`src/decodePkg.sv`:
```
package decodePkg;

    typedef logic [31:0] word_t;
    typedef logic [4:0] regIdx_t;
    typedef logic [5:0] opcode_t;
    typedef logic [5:0] funct_t;

    localparam int opcodeLsb = 26;
    localparam int rsLsb = 21;
    localparam int rtLsb = 16;
    localparam int rdLsb = 11;
    localparam int shamtLsb = 6;
    localparam int functLsb = 0;

    localparam regIdx_t linkReg = 5'd31; // $ra

    // REGIMM rt bits
    localparam int regimmLinkBit = 4;
    localparam int regimmLikelyBit = 1;
    localparam int regimmGezBit = 0;

    localparam opcode_t opSpecial = 6'b000000;
    localparam opcode_t opRegimm = 6'b000001;
    localparam opcode_t opJ = 6'b000010;
    localparam opcode_t opJal = 6'b000011;
    localparam opcode_t opBeq = 6'b000100;
    localparam opcode_t opBne = 6'b000101;
    localparam opcode_t opBlez = 6'b000110;
    localparam opcode_t opBgtz = 6'b000111;
    localparam opcode_t opAddi = 6'b001000;
    localparam opcode_t opAddiu = 6'b001001;
    localparam opcode_t opSlti = 6'b001010;
    localparam opcode_t opSltiu = 6'b001011;
    localparam opcode_t opAndi = 6'b001100;
    localparam opcode_t opOri = 6'b001101;
    localparam opcode_t opXori = 6'b001110;
    localparam opcode_t opLui = 6'b001111;
    localparam opcode_t opBeql = 6'b010100;
    localparam opcode_t opBnel = 6'b010101;
    localparam opcode_t opBlezl = 6'b010110;
    localparam opcode_t opBgtzl = 6'b010111;
    localparam opcode_t opSpecial2 = 6'b011100;
    localparam opcode_t opLb = 6'b100000;
    localparam opcode_t opLh = 6'b100001;
    localparam opcode_t opLw = 6'b100011;
    localparam opcode_t opLbu = 6'b100100;
    localparam opcode_t opLhu = 6'b100101;
    localparam opcode_t opSb = 6'b101000;
    localparam opcode_t opSh = 6'b101001;
    localparam opcode_t opSw = 6'b101011;

    localparam funct_t fnSll = 6'b000000;
    localparam funct_t fnSrl = 6'b000010;
    localparam funct_t fnSra = 6'b000011;
    localparam funct_t fnSllv = 6'b000100;
    localparam funct_t fnSrlv = 6'b000110;
    localparam funct_t fnSrav = 6'b000111;
    localparam funct_t fnJr = 6'b001000;
    localparam funct_t fnJalr = 6'b001001;
    localparam funct_t fnSyscall = 6'b001100;
    localparam funct_t fnBreak = 6'b001101;
    localparam funct_t fnMfhi = 6'b010000;
    localparam funct_t fnMthi = 6'b010001;
    localparam funct_t fnMflo = 6'b010010;
    localparam funct_t fnMtlo = 6'b010011;
    localparam funct_t fnMult = 6'b011000;
    localparam funct_t fnMultu = 6'b011001;
    localparam funct_t fnDiv = 6'b011010;
    localparam funct_t fnDivu = 6'b011011;
    localparam funct_t fnAdd = 6'b100000;
    localparam funct_t fnAddu = 6'b100001;
    localparam funct_t fnSub = 6'b100010;
    localparam funct_t fnSubu = 6'b100011;
    localparam funct_t fnAnd = 6'b100100;
    localparam funct_t fnOr = 6'b100101;
    localparam funct_t fnXor = 6'b100110;
    localparam funct_t fnNor = 6'b100111;
    localparam funct_t fnSlt = 6'b101010;
    localparam funct_t fnSltu = 6'b101011;

    // SPECIAL2 functs
    localparam funct_t fnMadd = 6'b000000;
    localparam funct_t fnMaddu = 6'b000001;
    localparam funct_t fnMul = 6'b000010;
    localparam funct_t fnMsub = 6'b000100;
    localparam funct_t fnMsubu = 6'b000101;

    typedef enum logic [3:0] {
        classNop, classAluReg, classShiftImm, classShiftVar, classAluImm, classLui,
        classLoad, classStore, classBranchTwoReg, classBranchZero, classJumpImm,
        classJumpReg, classMulOp, classMulMoveFrom, classMulMoveTo, classException
    } opClass_t;

    typedef enum logic [3:0] {
        aluAdd, aluSub, aluAnd, aluOr, aluNor, aluXor,
        aluShiftLeft, aluShiftRight, aluArithShiftRight, aluSlt, aluSltu
    } aluCtrl_t;

    typedef enum logic [3:0] {
        mulDisabled, mulMultiply, mulMultiplyUnsigned, mulDivide, mulDivideUnsigned,
        mulMadd, mulMaddu, mulMsub, mulMsubu, mulSetHi, mulSetLo
    } mulCtrl_t;

    typedef enum logic [2:0] {
        cmpEqual, cmpNotEqual, cmpLessThanZero, cmpLessOrEqualZero,
        cmpGreaterThanZero, cmpGreaterOrEqualZero
    } cmpCtrl_t;

    typedef enum logic [2:0] {grfNone, grfAlu, grfMem, grfPc, grfMul} grfSrc_t;
    typedef enum logic [1:0] {memByte1, memByte2, memByte4} memWidth_t;
    typedef enum logic [1:0] {excNone, excSyscall, excBreak, excUnknown} exc_t;

endpackage

```
`src/decodeIf.sv`:
```
`timescale 1ns/1ns

interface decodeIf;
    import decodePkg::*;

    word_t instr; // registered instruction word
    opClass_t opClass;
    regIdx_t rt;
    logic likely;

    modport producer (
        output instr,
        output opClass,
        output rt,
        output likely
    );

    modport consumer (
        input instr,
        input opClass,
        input rt,
        input likely
    );
endinterface

```
`src/decodeControl.sv`:
```
`timescale 1ns/1ns

module decodeControl #(
    parameter bit implementLikely = 1'b1
) (
    input  logic clk,
    input  logic rst,
    input  logic inValid,
    input  logic bubble,
    input  logic outReady,
    input  decodePkg::word_t instruction,
    output logic inReady,
    output logic outValid,
    output decodePkg::exc_t exception,
    decodeIf.producer dec
);
    import decodePkg::*;

    opcode_t opcode;
    funct_t funct;
    regIdx_t rt;
    opClass_t nextClass;
    exc_t nextExc;
    logic nextLikely;
    logic accept;
    word_t instrQ;
    opClass_t classQ;
    logic likelyQ;

    assign opcode = instruction[opcodeLsb +: 6];
    assign funct = instruction[functLsb +: 6];
    assign rt = instruction[rtLsb +: 5];

    assign inReady = !outValid || outReady; // hold under back-pressure
    assign accept = inValid && inReady;

    always_comb
    begin
        nextClass = classNop;
        nextExc = excNone;
        nextLikely = 1'b0;
        case (opcode)
            opSpecial:
                case (funct)
                    fnAddu, fnSubu, fnAdd, fnSub, fnAnd, fnOr, fnNor, fnXor, fnSlt, fnSltu:
                        nextClass = classAluReg;
                    fnSll, fnSrl, fnSra: nextClass = classShiftImm;
                    fnSllv, fnSrlv, fnSrav: nextClass = classShiftVar;
                    fnJr, fnJalr: nextClass = classJumpReg;
                    fnMult, fnMultu, fnDiv, fnDivu: nextClass = classMulOp;
                    fnMfhi, fnMflo: nextClass = classMulMoveFrom;
                    fnMthi, fnMtlo: nextClass = classMulMoveTo;
                    fnSyscall: nextExc = excSyscall;
                    fnBreak: nextExc = excBreak;
                    default: nextExc = excUnknown;
                endcase
            opSpecial2:
                case (funct)
                    fnMadd, fnMaddu, fnMsub, fnMsubu, fnMul: nextClass = classMulOp;
                    default: nextExc = excUnknown;
                endcase
            opRegimm:
                if (rt[3:2] == 2'b00) // bltz/bgez family, with link and likely bits
                begin
                    nextClass = classBranchZero;
                    nextLikely = rt[regimmLikelyBit];
                end
                else
                    nextExc = excUnknown;
            opBeq, opBne: nextClass = classBranchTwoReg;
            opBlez, opBgtz: nextClass = classBranchZero;
            opBeql, opBnel:
            begin
                nextClass = classBranchTwoReg;
                nextLikely = 1'b1;
            end
            opBlezl, opBgtzl:
            begin
                nextClass = classBranchZero;
                nextLikely = 1'b1;
            end
            opAddi, opAddiu, opSlti, opSltiu, opAndi, opOri, opXori: nextClass = classAluImm;
            opLui: nextClass = classLui;
            opLb, opLh, opLw, opLbu, opLhu: nextClass = classLoad;
            opSb, opSh, opSw: nextClass = classStore;
            opJ, opJal: nextClass = classJumpImm;
            default: nextExc = excUnknown;
        endcase

        if (nextLikely && !implementLikely)
            nextExc = excUnknown;
        if (nextExc != excNone)
        begin
            nextClass = classException;
            nextLikely = 1'b0;
        end
        if (bubble) // squashed slot
        begin
            nextClass = classNop;
            nextExc = excNone;
            nextLikely = 1'b0;
        end
    end

    always_ff @(posedge clk)
    begin
        if (rst)
        begin
            outValid <= 1'b0;
            classQ <= classNop;
            exception <= excNone;
            likelyQ <= 1'b0;
        end
        else if (accept)
        begin
            outValid <= 1'b1;
            classQ <= nextClass;
            exception <= nextExc;
            likelyQ <= nextLikely;
        end
        else if (outReady)
            outValid <= 1'b0;
    end

    always_ff @(posedge clk)
    begin
        if (accept)
            instrQ <= instruction;
    end

    assign dec.instr = instrQ;
    assign dec.opClass = classQ;
    assign dec.rt = instrQ[rtLsb +: 5];
    assign dec.likely = likelyQ;
endmodule

```
`src/operandDecode.sv`:
```
`timescale 1ns/1ns

module operandDecode (
    decodeIf.consumer dec,
    output decodePkg::regIdx_t regRead1,
    output decodePkg::regIdx_t regRead2,
    output decodePkg::regIdx_t destReg,
    output decodePkg::grfSrc_t grfSource,
    output decodePkg::word_t immediate
);
    import decodePkg::*;

    opcode_t opcode;
    funct_t funct;
    regIdx_t rs;
    regIdx_t rd;
    logic [15:0] imm16;
    word_t signImm;
    logic link;

    assign opcode = dec.instr[opcodeLsb +: 6];
    assign funct = dec.instr[functLsb +: 6];
    assign rs = dec.instr[rsLsb +: 5];
    assign rd = dec.instr[rdLsb +: 5];
    assign imm16 = dec.instr[15:0];
    assign signImm = {{16{imm16[15]}}, imm16};

    always_comb
    begin
        case (dec.opClass)
            classBranchZero: link = opcode == opRegimm && dec.rt[regimmLinkBit]; // bltzal, bgezal
            classJumpImm: link = opcode == opJal;
            classJumpReg: link = funct == fnJalr;
            default: link = 1'b0;
        endcase
    end

    always_comb
    begin
        regRead1 = '0;
        regRead2 = '0;
        destReg = '0;
        grfSource = grfNone;
        immediate = '0;
        case (dec.opClass)
            classAluReg, classShiftVar:
            begin
                // variable shifts take the amount from rs
                regRead1 = dec.opClass == classShiftVar ? dec.rt : rs;
                regRead2 = dec.opClass == classShiftVar ? rs : dec.rt;
                destReg = rd;
                grfSource = grfAlu;
            end
            classShiftImm:
            begin
                regRead1 = dec.rt;
                destReg = rd;
                grfSource = grfAlu;
                immediate = word_t'(dec.instr[shamtLsb +: 5]);
            end
            classAluImm, classLui:
            begin
                regRead1 = rs;
                destReg = dec.rt;
                grfSource = grfAlu;
                if (dec.opClass == classLui)
                    immediate = {imm16, 16'b0};
                else if (opcode == opAndi || opcode == opOri || opcode == opXori)
                    immediate = {16'b0, imm16}; // logical ops zero-extend
                else
                    immediate = signImm;
            end
            classLoad:
            begin
                regRead1 = rs;
                destReg = dec.rt;
                grfSource = grfMem;
                immediate = signImm;
            end
            classStore, classBranchTwoReg:
            begin
                regRead1 = rs;
                regRead2 = dec.rt;
                immediate = signImm;
            end
            classBranchZero:
            begin
                regRead1 = rs;
                immediate = signImm;
            end
            classJumpImm: immediate = word_t'(dec.instr[25:0]);
            classJumpReg: regRead1 = rs;
            classMulOp:
            begin
                regRead1 = rs;
                regRead2 = dec.rt;
                if (opcode == opSpecial2 && funct == fnMul)
                begin
                    destReg = rd;
                    grfSource = grfMul;
                end
            end
            classMulMoveFrom:
            begin
                destReg = rd;
                grfSource = grfMul;
            end
            classMulMoveTo: regRead1 = rs;
            default: ;
        endcase

        if (link)
        begin
            grfSource = grfPc;
            destReg = dec.opClass == classJumpReg ? rd : linkReg; // jalr names its own target
        end
    end
endmodule

```
`src/executeDecode.sv`:
```
`timescale 1ns/1ns

module executeDecode (
    decodeIf.consumer dec,
    output decodePkg::aluCtrl_t aluCtrl,
    output logic aluSrc,
    output logic checkOverflow,
    output logic mulEnable,
    output logic mulOutputSel,
    output decodePkg::mulCtrl_t mulCtrl
);
    import decodePkg::*;

    opcode_t opcode;
    funct_t funct;

    assign opcode = dec.instr[opcodeLsb +: 6];
    assign funct = dec.instr[functLsb +: 6];

    always_comb
    begin
        aluCtrl = aluAdd;
        aluSrc = 1'b0;
        checkOverflow = 1'b0;
        mulCtrl = mulDisabled;
        mulOutputSel = 1'b0;
        case (dec.opClass)
            classAluReg, classShiftImm, classShiftVar:
            begin
                aluSrc = dec.opClass == classShiftImm; // shamt comes as immediate
                checkOverflow = funct == fnAdd || funct == fnSub;
                case (funct)
                    fnSub, fnSubu: aluCtrl = aluSub;
                    fnAnd: aluCtrl = aluAnd;
                    fnOr: aluCtrl = aluOr;
                    fnNor: aluCtrl = aluNor;
                    fnXor: aluCtrl = aluXor;
                    fnSll, fnSllv: aluCtrl = aluShiftLeft;
                    fnSrl, fnSrlv: aluCtrl = aluShiftRight;
                    fnSra, fnSrav: aluCtrl = aluArithShiftRight;
                    fnSlt: aluCtrl = aluSlt;
                    fnSltu: aluCtrl = aluSltu;
                    default: aluCtrl = aluAdd; // add, addu
                endcase
            end
            classAluImm:
            begin
                aluSrc = 1'b1;
                checkOverflow = opcode == opAddi;
                case (opcode)
                    opAndi: aluCtrl = aluAnd;
                    opOri: aluCtrl = aluOr;
                    opXori: aluCtrl = aluXor;
                    opSlti: aluCtrl = aluSlt;
                    opSltiu: aluCtrl = aluSltu;
                    default: aluCtrl = aluAdd;
                endcase
            end
            classLui: aluSrc = 1'b1; // shifted immediate plus rs=0
            classMulOp:
                if (opcode == opSpecial2)
                    case (funct)
                        fnMadd: mulCtrl = mulMadd;
                        fnMaddu: mulCtrl = mulMaddu;
                        fnMsub: mulCtrl = mulMsub;
                        fnMsubu: mulCtrl = mulMsubu;
                        default: mulCtrl = mulMultiply; // mul, result read from lo
                    endcase
                else
                    case (funct)
                        fnMultu: mulCtrl = mulMultiplyUnsigned;
                        fnDiv: mulCtrl = mulDivide;
                        fnDivu: mulCtrl = mulDivideUnsigned;
                        default: mulCtrl = mulMultiply;
                    endcase
            classMulMoveFrom: mulOutputSel = funct == fnMfhi;
            classMulMoveTo:
                if (funct == fnMthi)
                    mulCtrl = mulSetHi;
                else
                    mulCtrl = mulSetLo;
            default: ;
        endcase
    end

    assign mulEnable = mulCtrl != mulDisabled;
endmodule

```
`src/flowDecode.sv`:
```
`timescale 1ns/1ns

module flowDecode (
    decodeIf.consumer dec,
    output logic branch,
    output logic branchLikely,
    output logic absJump,
    output logic absJumpFromReg,
    output decodePkg::cmpCtrl_t cmpCtrl
);
    import decodePkg::*;

    opcode_t opcode;

    assign opcode = dec.instr[opcodeLsb +: 6];

    always_comb
    begin
        branch = 1'b0;
        cmpCtrl = cmpEqual;
        absJump = 1'b0;
        absJumpFromReg = 1'b0;
        case (dec.opClass)
            classBranchTwoReg:
            begin
                branch = 1'b1;
                if (opcode[0]) // bne, bnel
                    cmpCtrl = cmpNotEqual;
            end
            classBranchZero:
            begin
                branch = 1'b1;
                if (opcode == opRegimm && dec.rt[regimmGezBit])
                    cmpCtrl = cmpGreaterOrEqualZero;
                else if (opcode == opRegimm)
                    cmpCtrl = cmpLessThanZero;
                else if (opcode[0]) // bgtz, bgtzl
                    cmpCtrl = cmpGreaterThanZero;
                else
                    cmpCtrl = cmpLessOrEqualZero;
            end
            classJumpImm: absJump = 1'b1;
            classJumpReg:
            begin
                absJump = 1'b1;
                absJumpFromReg = 1'b1;
            end
            default: ;
        endcase
    end

    assign branchLikely = branch && dec.likely;
endmodule

```
`src/memDecode.sv`:
```
`timescale 1ns/1ns

module memDecode (
    decodeIf.consumer dec,
    output logic memLoad,
    output logic memStore,
    output logic memSignExtend,
    output logic calcAddress,
    output decodePkg::memWidth_t memWidth
);
    import decodePkg::*;

    opcode_t opcode;

    assign opcode = dec.instr[opcodeLsb +: 6];
    assign memLoad = dec.opClass == classLoad;
    assign memStore = dec.opClass == classStore;
    assign calcAddress = memLoad || memStore; // base plus offset

    always_comb
    begin
        memWidth = memByte1;
        if (calcAddress)
            case (opcode[1:0])
                2'b00: memWidth = memByte1;
                2'b01: memWidth = memByte2;
                default: memWidth = memByte4;
            endcase
    end

    // lbu and lhu differ from lb and lh in opcode bit 2
    assign memSignExtend = memLoad && !opcode[2] && memWidth != memByte4;
endmodule

```
`src/instrDecoder.sv`:
```
`timescale 1ns/1ns

module instrDecoder #(
    parameter bit implementLikely = 1'b1
) (
    input  logic clk,
    input  logic rst,
    input  logic inValid,
    output logic inReady,
    input  decodePkg::word_t instruction,
    input  logic bubble,
    output logic outValid,
    input  logic outReady,
    output decodePkg::regIdx_t regRead1,
    output decodePkg::regIdx_t regRead2,
    output decodePkg::regIdx_t destReg,
    output decodePkg::grfSrc_t grfSource,
    output decodePkg::word_t immediate,
    output decodePkg::aluCtrl_t aluCtrl,
    output logic aluSrc,
    output logic checkOverflow,
    output decodePkg::mulCtrl_t mulCtrl,
    output logic mulEnable,
    output logic mulOutputSel,
    output logic branch,
    output logic branchLikely,
    output decodePkg::cmpCtrl_t cmpCtrl,
    output logic absJump,
    output logic absJumpFromReg,
    output logic memLoad,
    output logic memStore,
    output decodePkg::memWidth_t memWidth,
    output logic memSignExtend,
    output logic calcAddress,
    output decodePkg::exc_t exception
);
    decodeIf dec ();

    decodeControl #(.implementLikely(implementLikely)) control (.*); // one-cycle register
    operandDecode operands (.*);
    executeDecode execute (.*);
    flowDecode flow (.*);
    memDecode memory (.*);
endmodule

```
`config.mk`:
```
export PLATFORM = sky130hd
export DESIGN_NAME = instrDecoder
export DESIGN_NICKNAME = d
export VERILOG_FILES = /design/src/decodePkg.sv /design/src/decodeIf.sv /design/src/decodeControl.sv /design/src/operandDecode.sv /design/src/executeDecode.sv /design/src/flowDecode.sv /design/src/memDecode.sv /design/src/instrDecoder.sv
export SDC_FILE = /design/constraint.sdc
export NUM_CORES = 1
export LEC_CHECK = 0
export BUFFER_PORTS_ARGS = -buffer_cell sky130_fd_sc_hd__buf_4
export CAP_MARGIN = 20
export CELL_PAD_IN_SITES_DETAIL_PLACEMENT = 1
export CELL_PAD_IN_SITES_GLOBAL_PLACEMENT = 2
export CORE_ASPECT_RATIO = 0.8
export CORE_UTILIZATION = 27
export DETAILED_ROUTE_END_ITERATION = 8
export GPL_TIMING_DRIVEN = 0
export PLACE_DENSITY_LB_ADDON = 0.1
export SLEW_MARGIN = 30
export SYNTH_ARGS = -nofsm -noshare
export SYNTH_HDL_FRONTEND = slang
export SYNTH_HIERARCHICAL = 1
export SYNTH_SLANG_ARGS = --single-unit
```
`constraint.sdc`:
```
create_clock -name clk -period 2.25 [get_ports clk]
set_clock_uncertainty 0.2 [all_clocks]
set_input_delay 0.45 -clock clk [delete_from_list [all_inputs] [get_ports clk]]
set_output_delay 0.45 -clock clk [all_outputs]
set_load 0.03 [all_outputs]
```
==> run summary, run 1 <==
Ant diodes = 0
Final hold viol count = 0
PortBufs = 115
Vias = 4137
Yosys top cell by area = edfxtp_1
#FFs+latches synth = 40
Share of the synthesized area in the top cell type = 0.269
Cells after synthesis = 399
GRT Total Usage = 0.226
Site Rows = 37
Syn Std Cell Area = 3570 um^2
Fin crit share = 1.21
Area after DPL = 4850 um^2
Synth top cells by count = nor2_1 (34), edfxtp_1 (32), o21ai_0 (20), nand2b_1 (19), and2_1 (18)
Worst slack, placed = -0.517 ns
Main synth FF type = edfxtp_1
Worst Setup Start Kind = flip-flop
Antenna Nets Post-Route = 0
Outcome = complete, but fails checks
Syn avg cell area = 8.96 um^2
Sequential fraction of design power = 0.309
Slew Limit Fails = 0
Via/cell ratio = 5.34
RSZ-0062 raised after global routing = true
DRC = 0
Worst setup margin = -0.475 ns
CP endpoint kind = output pin
Setup TNS = -16.25 ns
Leak = 2.55 nW
Die ar. = 13700 um^2
Worst endpoint required time = 1.60 ns
Synth top area cells = edfxtp_1 (27%), dfxtp_1 (4.5%), a22o_1 (3.9%)
Fin cells = 775
Crit Path Max Fanout = 5
Vias in the first global route = 4201
Hold_buf cts = 0
Ports = 116
Clock Sinks = 40
Share of cells above drive strength 1 = 0.590
Design Area, Final = 6380 um^2
Area Overhead vs Synth = 78.5%
Setup-failing EPs final = 63
Min-delay worst type = input port to flip-flop
Drt total wl = 15.6 mm
First-pass GRT wire length = 23.8 mm
Maxcap violations = 0
Pwr per Cell Area = 464 nW/um^2
Fmax = 367 MHz
Global Route met2 Usage = 0.361
Switch Pwr = 1.06 mW
Largest net degree at the start of global routing = 20
Routed wire length per instance = 20.2 um
Count leader, synth = nor2_1
Net count, final = 640
GR peak layer = met2
DR iter-0 viols = 186
Hold_ws = 0.145 ns
Root buf cell = clkbuf_16
DR pass1 iterations = 4
Initial antenna violation count = 0
Max Buffers Root-to-Sink = 2
Net Sw Frac = 0.357
Placer congestion estimate = 0.809
Post-synthesis sequential area ratio = 0.314
Combinational power share = 0.447
Asr flop ratio synth = 0
DP Wirelength = 10.4 mm
Met3 Use GR = 0.0230
Yosys Warn Count = 6
Clock share of power = 0.244
Post-synth EDFFs = 32
Core box area = 12900 um^2
Failing checks = setup timing
Pint = 1.90 mW
Die outline width = 131 um
Met1 Track Usage GR = 0.327
H-tree depth = 2
Initial cell density of the core = 0.278
Worst IR drop on VDD = 0.000334 V
Die Height = 105 um
Total global routing overflow = 0
Worst-margin pin slew = 0.519 ns
Worst Path Arrival = 2.07 ns
Crit Path Category = flip-flop to output pin
TritonCTS clock tree = done
Post-Syn Nets = 440
CTS clk-pin slew, worst paths = 0.06 ns
Cell variety after synth = 78
Fin crit period = 2.72 ns
Relative slew margins = 0.645
Total CTS buffers = 5
Cell count after placement = 689
Clock Latency Late Sink = 0.28 ns
[metrics by stage]
| step | utilization | power, mW |
|---|---|---|
| after floorplan | - | 1.53 |
| after global placement | 0.377 | 1.88 |
| after detailed placement | 0.377 | 1.89 |
| after CTS | 0.468 | 2.89 |
| after global routing | 0.496 | 3.08 |
| final | 0.496 | 2.96 |
[power by group through the flow]
| stage | combinational [mW] | clock, mW | sequential [mW] |
|---|---|---|---|
| floorplan | 0.607 | 0 | 0.922 |
| global placement | 0.920 | 0 | 0.958 |
| detailed placement | 0.927 | 0 | 0.960 |
| CTS | 1.23 | 0.750 | 0.912 |
| global route | 1.40 | 0.769 | 0.918 |
| finish | 1.32 | 0.724 | 0.914 |
[area by class of cell]
type                    instances  area [um^2]
fillers                      1455         6490
multi-input cells             315         2810
repair buffers                192         1730
flip-flops and latches         40         1140
plain buffers                  29          258
well taps                     175          219
clock buffers                   6          139
inverters                      15         65.1
clock inverters                 2         15.0
repair inverters                1         7.51
[placed cells by master (no fill, tap or decap), types with 5 or more instances in the layout]
cell / netlist / final
and2_1: 18 / 6
clkbuf_16: 0 / 5
edfxtp_1: 32 / 32
o21ai_0: 20 / 13
nor2b_1: 11 / 7
nor2_1: 34 / 28
a221o_2: 0 / 8
and2_4: 1 / 12
a21oi_2: 3 / 5
nor3_1: 9 / 5
o21ai_1: 3 / 8
nand3_1: 11 / 7
buf_6: 2 / 82
nand3b_1: 6 / 6
buf_2: 7 / 5
a21oi_1: 17 / 14
buf_8: 0 / 6
buf_4: 12 / 123
nand2_1: 16 / 14
o211ai_1: 5 / 5
a22oi_2: 0 / 6
a22o_1: 16 / 16
nand2b_1: 19 / 15
inv_1: 14 / 11
[per-layer routing]
| layer | routed length, um | vias to the layer above |
|---|---|---|
| met3 | 515 | 12 |
| met2 | 7430 | 81 |
| met1 | 7530 | 2089 |
| li1 | - | 1955 |
| met5 | 0 | - |
| met4 | 149 | 0 |
[kinds of logic (layout without fill, tap and decap cells)]
group / count (synthesis) / in the layout / share of synthesized area
adder cells (fa/ha/maj): 4 / 4 / 0.0140
buffers and inverters: 44 / 245 / 0.0658
multiplexers: 8 / 8 / 0.0228
AND/OR/NAND/NOR: 167 / 167 / 0.292
flip-flops: 40 / 40 / 0.314
AO/OA/AOI/OAI: 136 / 136 / 0.292
[registers in the layout (all words and copies together), names as in the netlist]
signal / flops
control/dec.likely: 1
control/dec.instr: 32
control/outValid: 1
control/exception: 2
control/dec.opClass: 4
[what timing repair did]
item / 4_1_cts / 5_1_grt
setup buffers: 55 / 22
endpoints found under the hold margin: 0 / 0
pin swaps: 37 / 25
gates resized for setup: 162 / 49
setup endpoints to repair: 68 / 84
gates cloned: 1 / 1
[worst max-delay path: stages, from the launching register on]
cell and delay (ns):
edfxtp_1 0.51, buf_4 0.20, nor3b_1 0.26, nand4b_1 0.17, buf_4 0.21, o32ai_2 0.23, buf_4 0.21
[path summary, 6_finish.rpt]
kind / from / end / slack, ns / cells past startpoint
hold / removal: instruction[24] / control/dec.instr[24]$_DFFE_PP_ / 0.14 / 1
setup / recovery: control/dec.instr[31]$_DFFE_PP_ / aluCtrl[3] / -0.47 / 6
setup reg to reg: control/outValid$_SDFFE_PP0P_ / control/dec.opClass[2]$_SDFFE_PP0P_ / 0.53 / 6
hold reg to reg: control/dec.likely$_SDFFE_PP0P_ / control/dec.likely$_SDFFE_PP0P_ / 0.27 / 2
No activity file was read; power rests on OpenSTA's default activity.
==> run 2, diff against run 1 <==
--- a/config.mk
+++ b/config.mk
@@ -5,12 +5,13 @@
 export SDC_FILE = /design/constraint.sdc
 export NUM_CORES = 1
 export LEC_CHECK = 0
+export ABC_AREA = 1
 export BUFFER_PORTS_ARGS = -buffer_cell sky130_fd_sc_hd__buf_4
 export CAP_MARGIN = 20
 export CELL_PAD_IN_SITES_DETAIL_PLACEMENT = 1
 export CELL_PAD_IN_SITES_GLOBAL_PLACEMENT = 2
 export CORE_ASPECT_RATIO = 0.8
-export CORE_UTILIZATION = 27
+export CORE_UTILIZATION = 24
 export DETAILED_ROUTE_END_ITERATION = 8
 export GPL_TIMING_DRIVEN = 0
 export PLACE_DENSITY_LB_ADDON = 0.1
==> run 2 against run 1 <==
Net effect:
- the flow still finishes with violations (setup timing)
- worst setup slack better by 0.26 ns
- via count up 9.7%
- synthesized area up 2.7%
- die area up 15%
- flip-flop and latch count unchanged
- critical path type unchanged
==> run summary, run 2 <==
Max stage delay cell, worst path = edfxtp_1
Die ar. = 15800 um^2 (+15%)
Initial cell density of the core = 0.245 (-0.0325)
TritonCTS clock tree = done
Yosys Warn Count = 6 (unchanged)
Routed wire length per instance = 17.1 um (-15%)
Area Overhead vs Synth = 80.1%
Clock share of power = 0.277 (+0.033)
CP endpoint kind = output pin
Slew Limit Fails = 0 (unchanged)
Net Sw Frac = 0.364 (+0.00656)
Site Rows = 40 (+8.1%)
Worst Setup Start Kind = flip-flop
Outcome = complete, but fails checks
Commonest non-fill, non-tap cell in the layout = buf_4
Die outline width = 140 um (+7.4%)
Share of cells above drive strength 1 = 0.513 (-0.0773)
Initial antenna violation count = 0 (unchanged)
Worst Path Arrival = 1.81 ns (-0.26 ns)
Post-synth EDFFs = 32 (unchanged)
Vias = 4539 (+9.7%)
Fmax = 406 MHz (+11%)
PortBufs = 114 (-0.87%)
Met1 Track Usage GR = 0.297 (-0.0298)
Cells after synthesis = 587 (+47%)
Setup TNS = -6.42 ns (+9.83 ns)
Max Buffers Root-to-Sink = 2 (unchanged)
Design Area, Final = 6610 um^2 (+3.6%)
Worst-margin pin slew = 0.750 ns (+0.231 ns)
Clock Latency Late Sink = 0.28 ns (about the same)
Commonest non-fill, non-tap cells in the layout = buf_4 (112), nand2_1 (111), buf_6 (84)
Post-synthesis sequential area ratio = 0.305 (-0.00813)
Asr flop ratio synth = 0 (unchanged)
Net count, final = 826 (+29%)
Layout fillers = 1824 (+25%)
Failing checks = setup timing
Pwr per Cell Area = 440 nW/um^2 (-5.1%)
Core box area = 15000 um^2 (+16%)
Synth top cells by count = nand2_1 (147), inv_1 (91), nor2_1 (80), nand3_1 (57), o21ai_0 (35)
Crit Path Category = flip-flop to output pin
#FFs+latches synth = 40 (unchanged)
Total Power = 2.91 mW (-1.7%)
Switch Pwr = 1.06 mW (about the same)
Pint = 1.85 mW (-2.7%)
CP max stage delay = 0.47 ns (-0.04 ns)
Placer congestion estimate = 0.831 (+2.8%)
Post-Syn Nets = 628 (+43%)
Area after DPL = 4780 um^2 (-1.5%)
Total global routing overflow = 0 (unchanged)
CP Cell Sequence = buf_6 -> ha_4 -> or2_1 -> nand3_2 -> nand2_1 -> nand2_1 -> nand3_2 -> nand2_2 -> buf_6
Relative slew margins = 0.499 (-0.146)
DR pass1 iterations = 4 (unchanged)
Crit Path Max Fanout = 5 (unchanged)
Clock Sinks = 40 (unchanged)
Ant diodes = 0 (unchanged)
Ports = 116 (unchanged)
H-tree depth = 2 (unchanged)
Setup-failing EPs final = 48 (-24%)
Fin crit share = 1.09 (-0.116)
First-pass GRT wire length = 25.6 mm (+7.5%)
Syn Std Cell Area = 3670 um^2 (+2.7%)
Die Height = 113 um (+7.3%)
DP Wirelength = 12.0 mm (+15%)
Yosys top cell by area = edfxtp_1
Syn avg cell area = 6.25 um^2 (-30%)
Antenna Nets Post-Route = 0 (unchanged)
Max reg flops = 32 (unchanged)
RSZ-0062 raised after global routing = true
Count leader, synth = nand2_1
Root buf cell = clkbuf_16
Maxcap violations = 0 (unchanged)
DR iter-0 viols = 201 (+8.1%)
Synth top area cells = edfxtp_1 (26%), nand2_1 (15%), inv_1 (9.3%)
Met3 Use GR = 0.0205 (-0.00256)
GR peak layer = met2
Fin crit period = 2.46 ns (-0.262 ns)
Worst IR drop on VDD = 0.000276 V (-17%)
Global Route met2 Usage = 0.346 (-0.0149)
Main synth FF type = edfxtp_1
Final hold viol count = 0 (unchanged)
Cell variety after synth = 40 (-49%)
Total CTS buffers = 5 (unchanged)
DRC = 0 (unchanged)
Top delay family on crit path = simple AND/OR/NAND/NOR gates
GRT Total Usage = 0.209 (-0.0170)
Worst endpoint required time = 1.60 ns (about the same)
Min-delay worst type = input port to flip-flop
Via/cell ratio = 4.66 (-13%)
CTS clk-pin slew, worst paths = 0.06 ns (about the same)
Share of the synthesized area in the top cell type = 0.262 (-0.00697)
Vias in the first global route = 4770 (+14%)
Largest net degree at the start of global routing = 33 (+65%)
Combinational power share = 0.410 (-0.037)
Sequential fraction of design power = 0.313 (+0.004)
WP buf/inv = 2 (-1)
Worst setup margin = -0.213 ns (+0.262 ns)
Drt total wl = 16.6 mm (+6.4%)
Leak = 3.08 nW (+21%)
## run 2: power by group through the flow
stage,sequential [mW],combinational (mW),clock (mW)
after detailed placement,0.952,0.798,0
after floorplan,0.918,0.487,0
final,0.910,1.19,0.806
after CTS,0.904,1.07,0.823
after global placement,0.952,0.789,0
after global routing,0.916,1.28,0.846
## run 2: final timing paths
check	endpoint	start	cells past startpoint	slack, ns
max	mulCtrl[0]	control/dec.instr[1]$_DFFE_PP_	9	-0.21
min	control/dec.instr[20]$_DFFE_PP_	instruction[20]	1	0.14
max reg2reg	control/dec.instr[7]$_DFFE_PP_	control/outValid$_SDFFE_PP0P_	3	0.38
min reg2reg	control/dec.likely$_SDFFE_PP0P_	control/dec.likely$_SDFFE_PP0P_	2	0.27
## run 2: cell type report
class                   instances  area (um^2)  area share
well taps                     189          236      0.0358
clock buffers                   5          125      0.0189
plain buffers                  10         80.1      0.0121
inverters                     109          435      0.0659
flip-flops and latches         40         1140       0.172
repair buffers                191         1770       0.268
clock inverters                 3         37.5     0.00568
multi-input cells             428         2790       0.422
## run 2: per-layer routing
metal | share of wire | routed length (um)
met2 | 0.47 | 7890
met4 | 0.0044 | 74
met5 | 0 | 0
met1 | 0.48 | 8030
met3 | 0.038 | 635
## run 2: repair_timing
item | CTS | global route
gates resized for setup | 175 | 134
endpoints found under the setup margin | 66 | 64
pin swaps | 37 | 55
buffers inserted | 58 | 18
gates cloned | 3 | 0
hold buffers | 0 | 0
## run 2: cell families (layout without fill, tap and decap cells)
family | after synthesis | after routing | synth area share
AO/OA/AOI/OAI | 84 | 84 | 0.129
adder cells (fa/ha/maj) | 4 | 4 | 0.0136
buffers and inverters | 119 | 318 | 0.130
flip-flops | 40 | 40 | 0.305
AND/OR/NAND/NOR | 340 | 340 | 0.421
## run 2: metrics by stage
step           setup WS [ns]  utilization  cells  hold WS (ns)
2_1_floorplan        -0.0690            -    587         0.241
3_3_place_gp          -0.427        0.319    890         0.255
3_5_place_dp          -0.526        0.319    890         0.259
4_1_cts               -0.225        0.401    959         0.130
5_1_grt               -0.314        0.442    975         0.130
6_report              -0.213        0.442    975         0.137
==> run 3, diff against run 2 <==
--- a/config.mk
+++ b/config.mk
@@ -11,7 +11,7 @@
 export CELL_PAD_IN_SITES_DETAIL_PLACEMENT = 1
 export CELL_PAD_IN_SITES_GLOBAL_PLACEMENT = 2
 export CORE_ASPECT_RATIO = 0.8
-export CORE_UTILIZATION = 24
+export CORE_UTILIZATION = 26
 export DETAILED_ROUTE_END_ITERATION = 8
 export GPL_TIMING_DRIVEN = 0
 export PLACE_DENSITY_LB_ADDON = 0.1
==> constraint.sdc (replaced) <==
create_clock -name clk -period 2.7 [get_ports clk]
set_clock_uncertainty 0.2 [all_clocks]
set_input_delay 0.54 -clock clk [delete_from_list [all_inputs] [get_ports clk]]
set_output_delay 0.54 -clock clk [all_outputs]
set_load 0.03 [all_outputs]
==> run 3 against run 2 <==
Net effect:
- the flow now finishes without violations
- sequential power decreased by 17%
- sequential share of layout area up 4.6 points
- count of clock-buffer cells in the layout unchanged
==> run summary, run 3 (synthesis results as in run 2) <==
TritonCTS clock tree = done
Net count, final = 772 (-6.5%)
DR iter-0 viols = 155 (-23%)
Crit Path Category = flip-flop to output pin
Cell count after placement = 881 (-1.0%)
Fmax = 378 MHz
Outcome = finished, final reports clean
Clock Sinks = 40 (unchanged)
Vias in the first global route = 4287 (-10%)
Initial antenna violation count = 0 (unchanged)
Worst R2R End = control/dec.instr[0]$_DFFE_PP_
Ant diodes = 0 (unchanged)
Fin crit share = 0.979
Critical Path End = mulCtrl[0]
Commonest non-fill, non-tap cell in the layout = nand2_1
Hold_ws = 0.223 ns (+0.0858 ns)
Setup TNS = 0 ns (+6.42 ns)
Flop-to-flop setup slack = 0.87 ns (+0.49 ns)
Pwr per Cell Area = 416 nW/um^2 (-5.5%)
Vias = 4235 (-6.7%)
CP Launch Point = control/dec.instr[1]$_DFFE_PP_
Min-delay worst type = input port to flip-flop
Slew Limit Fails = 0 (unchanged)
Drt total wl = 14.0 mm (-16%)
H-tree depth = 2 (unchanged)
Routed wire length per instance = 15.4 um (-9.7%)
Worst reg-to-reg path cell count = 3 (unchanged)
Clock Latency Late Sink = 0.28 ns (about the same)
Fin crit period = 2.64 ns
Antenna Nets Post-Route = 0 (unchanged)
Final hold viol count = 0 (unchanged)
Share of cells above drive strength 1 = 0.320 (-0.193)
Initial cell density of the core = 0.269 (+0.0237)
Die ar. = 14600 um^2 (-7.6%)
Via/cell ratio = 4.64 (-0.25%)
Site Rows = 38 (-5.0%)
GRT Total Usage = 0.196 (-0.0132)
First-pass GRT wire length = 22.2 mm (-13%)
CTS clk-pin slew, worst paths = 0.07 ns (about the same)
Hold_buf cts = 0 (unchanged)
Die outline width = 135 um (-3.9%)
DR pass1 iterations = 4 (unchanged)
Worst IR drop on VDD = 0.000320 V (+16%)
Total global routing overflow = 0 (unchanged)
Area Overhead vs Synth = 42.3%
Leak = 2.61 nW (-15%)
Die Height = 108 um (-3.9%)
Setup-failing EPs final = 0 (-100%)
Total CTS buffers = 5 (unchanged)
CP endpoint kind = output pin
Worst Setup Start Kind = flip-flop
PortBufs = 114 (unchanged)
Total Power = 2.17 mW (-25%)
Worst Path Arrival = 1.90 ns (+0.09 ns)
Largest net degree at the start of global routing = 33 (unchanged)
Worst-margin pin slew = 0.718 ns (-0.0320 ns)
Fin cells = 912 (-6.5%)
Root buf cell = clkbuf_16
Relative slew margins = 0.520 (+0.0214)
Layout fillers = 1756 (-3.7%)
Max reg flops = 32 (unchanged)
DRC = 0 (unchanged)
Crit Path Max Fanout = 6 (+1)
Placer congestion estimate = 0.825 (-0.76%)
DP Wirelength = 11.1 mm (-8.0%)
Max Buffers Root-to-Sink = 2 (unchanged)
Core box area = 13600 um^2 (-8.8%)
Core Util, Final = 0.383 (-0.0590)
Maxcap violations = 0 (unchanged)
Commonest non-fill, non-tap cells in the layout = nand2_1 (144), buf_4 (139), inv_1 (87)
Ports = 116 (unchanged)
Reg2reg start = control/outValid$_SDFFE_PP0P_
Worst endpoint required time = 1.96 ns (+0.36 ns)
run 3: cell count changes in the layout (fill, tap and decap cells not counted), sizes merged:
| cell | delta |
|---|---|
| clkbuf | +1 |
| clkinvlp | +1 |
| clkinv | -1 |
| buf | -55 |
run 3: power by group:
group / internal [mW] / total, mW / switching, mW / leakage, nW
combinational: 0.252 / 0.714 / 0.462 / 2.15
clock: 0.435 / 0.700 / 0.265 / 0.0798
sequential: 0.708 / 0.758 / 0.0499 / 0.378
total: 1.40 / 2.17 / 0.777 / 2.61
run 3: worst min-delay path by stage:
stage	start	endpoint	slack, ns	cells past startpoint
floorplan	control/dec.likely$_SDFFE_PP0P_	control/dec.likely$_SDFFE_PP0P_	0.24	2
global placement	control/exception[0]$_SDFFE_PP0P_	control/exception[0]$_SDFFE_PP0P_	0.26	2
detailed placement	control/dec.likely$_SDFFE_PP0P_	control/dec.likely$_SDFFE_PP0P_	0.26	2
CTS	instruction[22]	control/dec.instr[22]$_DFFE_PP_	0.22	1
global route	instruction[22]	control/dec.instr[22]$_DFFE_PP_	0.21	1
finish	instruction[7]	control/dec.instr[7]$_DFFE_PP_	0.22	1
run 3: through the flow:
stage | worst slack [ns] | area, um^2
6_report | 0.0575 | 5220
5_1_grt | -0.0223 | 5220
4_1_cts | 0.0129 | 5030
3_5_place_dp | -0.212 | 4760
3_3_place_gp | -0.167 | 4760
2_1_floorplan | 0.0438 | 3680
run 3: area by class of cell:
| cell class | count | area (um^2) | area share |
|---|---|---|---|
| buffer | 10 | 72.6 | 0.0139 |
| clock buffer | 5 | 125 | 0.0240 |
| clock inverter | 3 | 42.5 | 0.00815 |
| inverter | 109 | 410 | 0.0786 |
| multi-input combinational | 428 | 2160 | 0.414 |
| sequential | 40 | 1140 | 0.218 |
| tap | 180 | 225 | 0.0431 |
| timing repair buffer | 137 | 1050 | 0.201 |
run 3: routing by layer:
| layer | vias to the layer above | share of wire | GRT usage |
|---|---|---|---|
| met1 | 2003 | 0.50 | 0.274 |
| met2 | 67 | 0.46 | 0.328 |
| met3 | 6 | 0.028 | 0.0192 |
| met4 | 0 | 0.0056 | 0.0329 |
| met5 | - | 0 | 0 |
| li1 | 2159 | - | - |
run 3: what timing repair did:
item | CTS | global route
endpoints found under the hold margin | 0 | 0
setup endpoints to repair | 61 | 51
resized for setup | 13 | 22
pin swaps | 0 | 3
buffers inserted | 9 | 14
run 3: worst max-delay path: stages (launching register included):
cell      delay [ns]
edfxtp_1        0.54
inv_2           0.14
ha_4            0.21
or2_1           0.22
nand3_1         0.09
nand2_1         0.06
nand2_1         0.07
nand3_2         0.08
nand2_2         0.08
buf_6           0.12
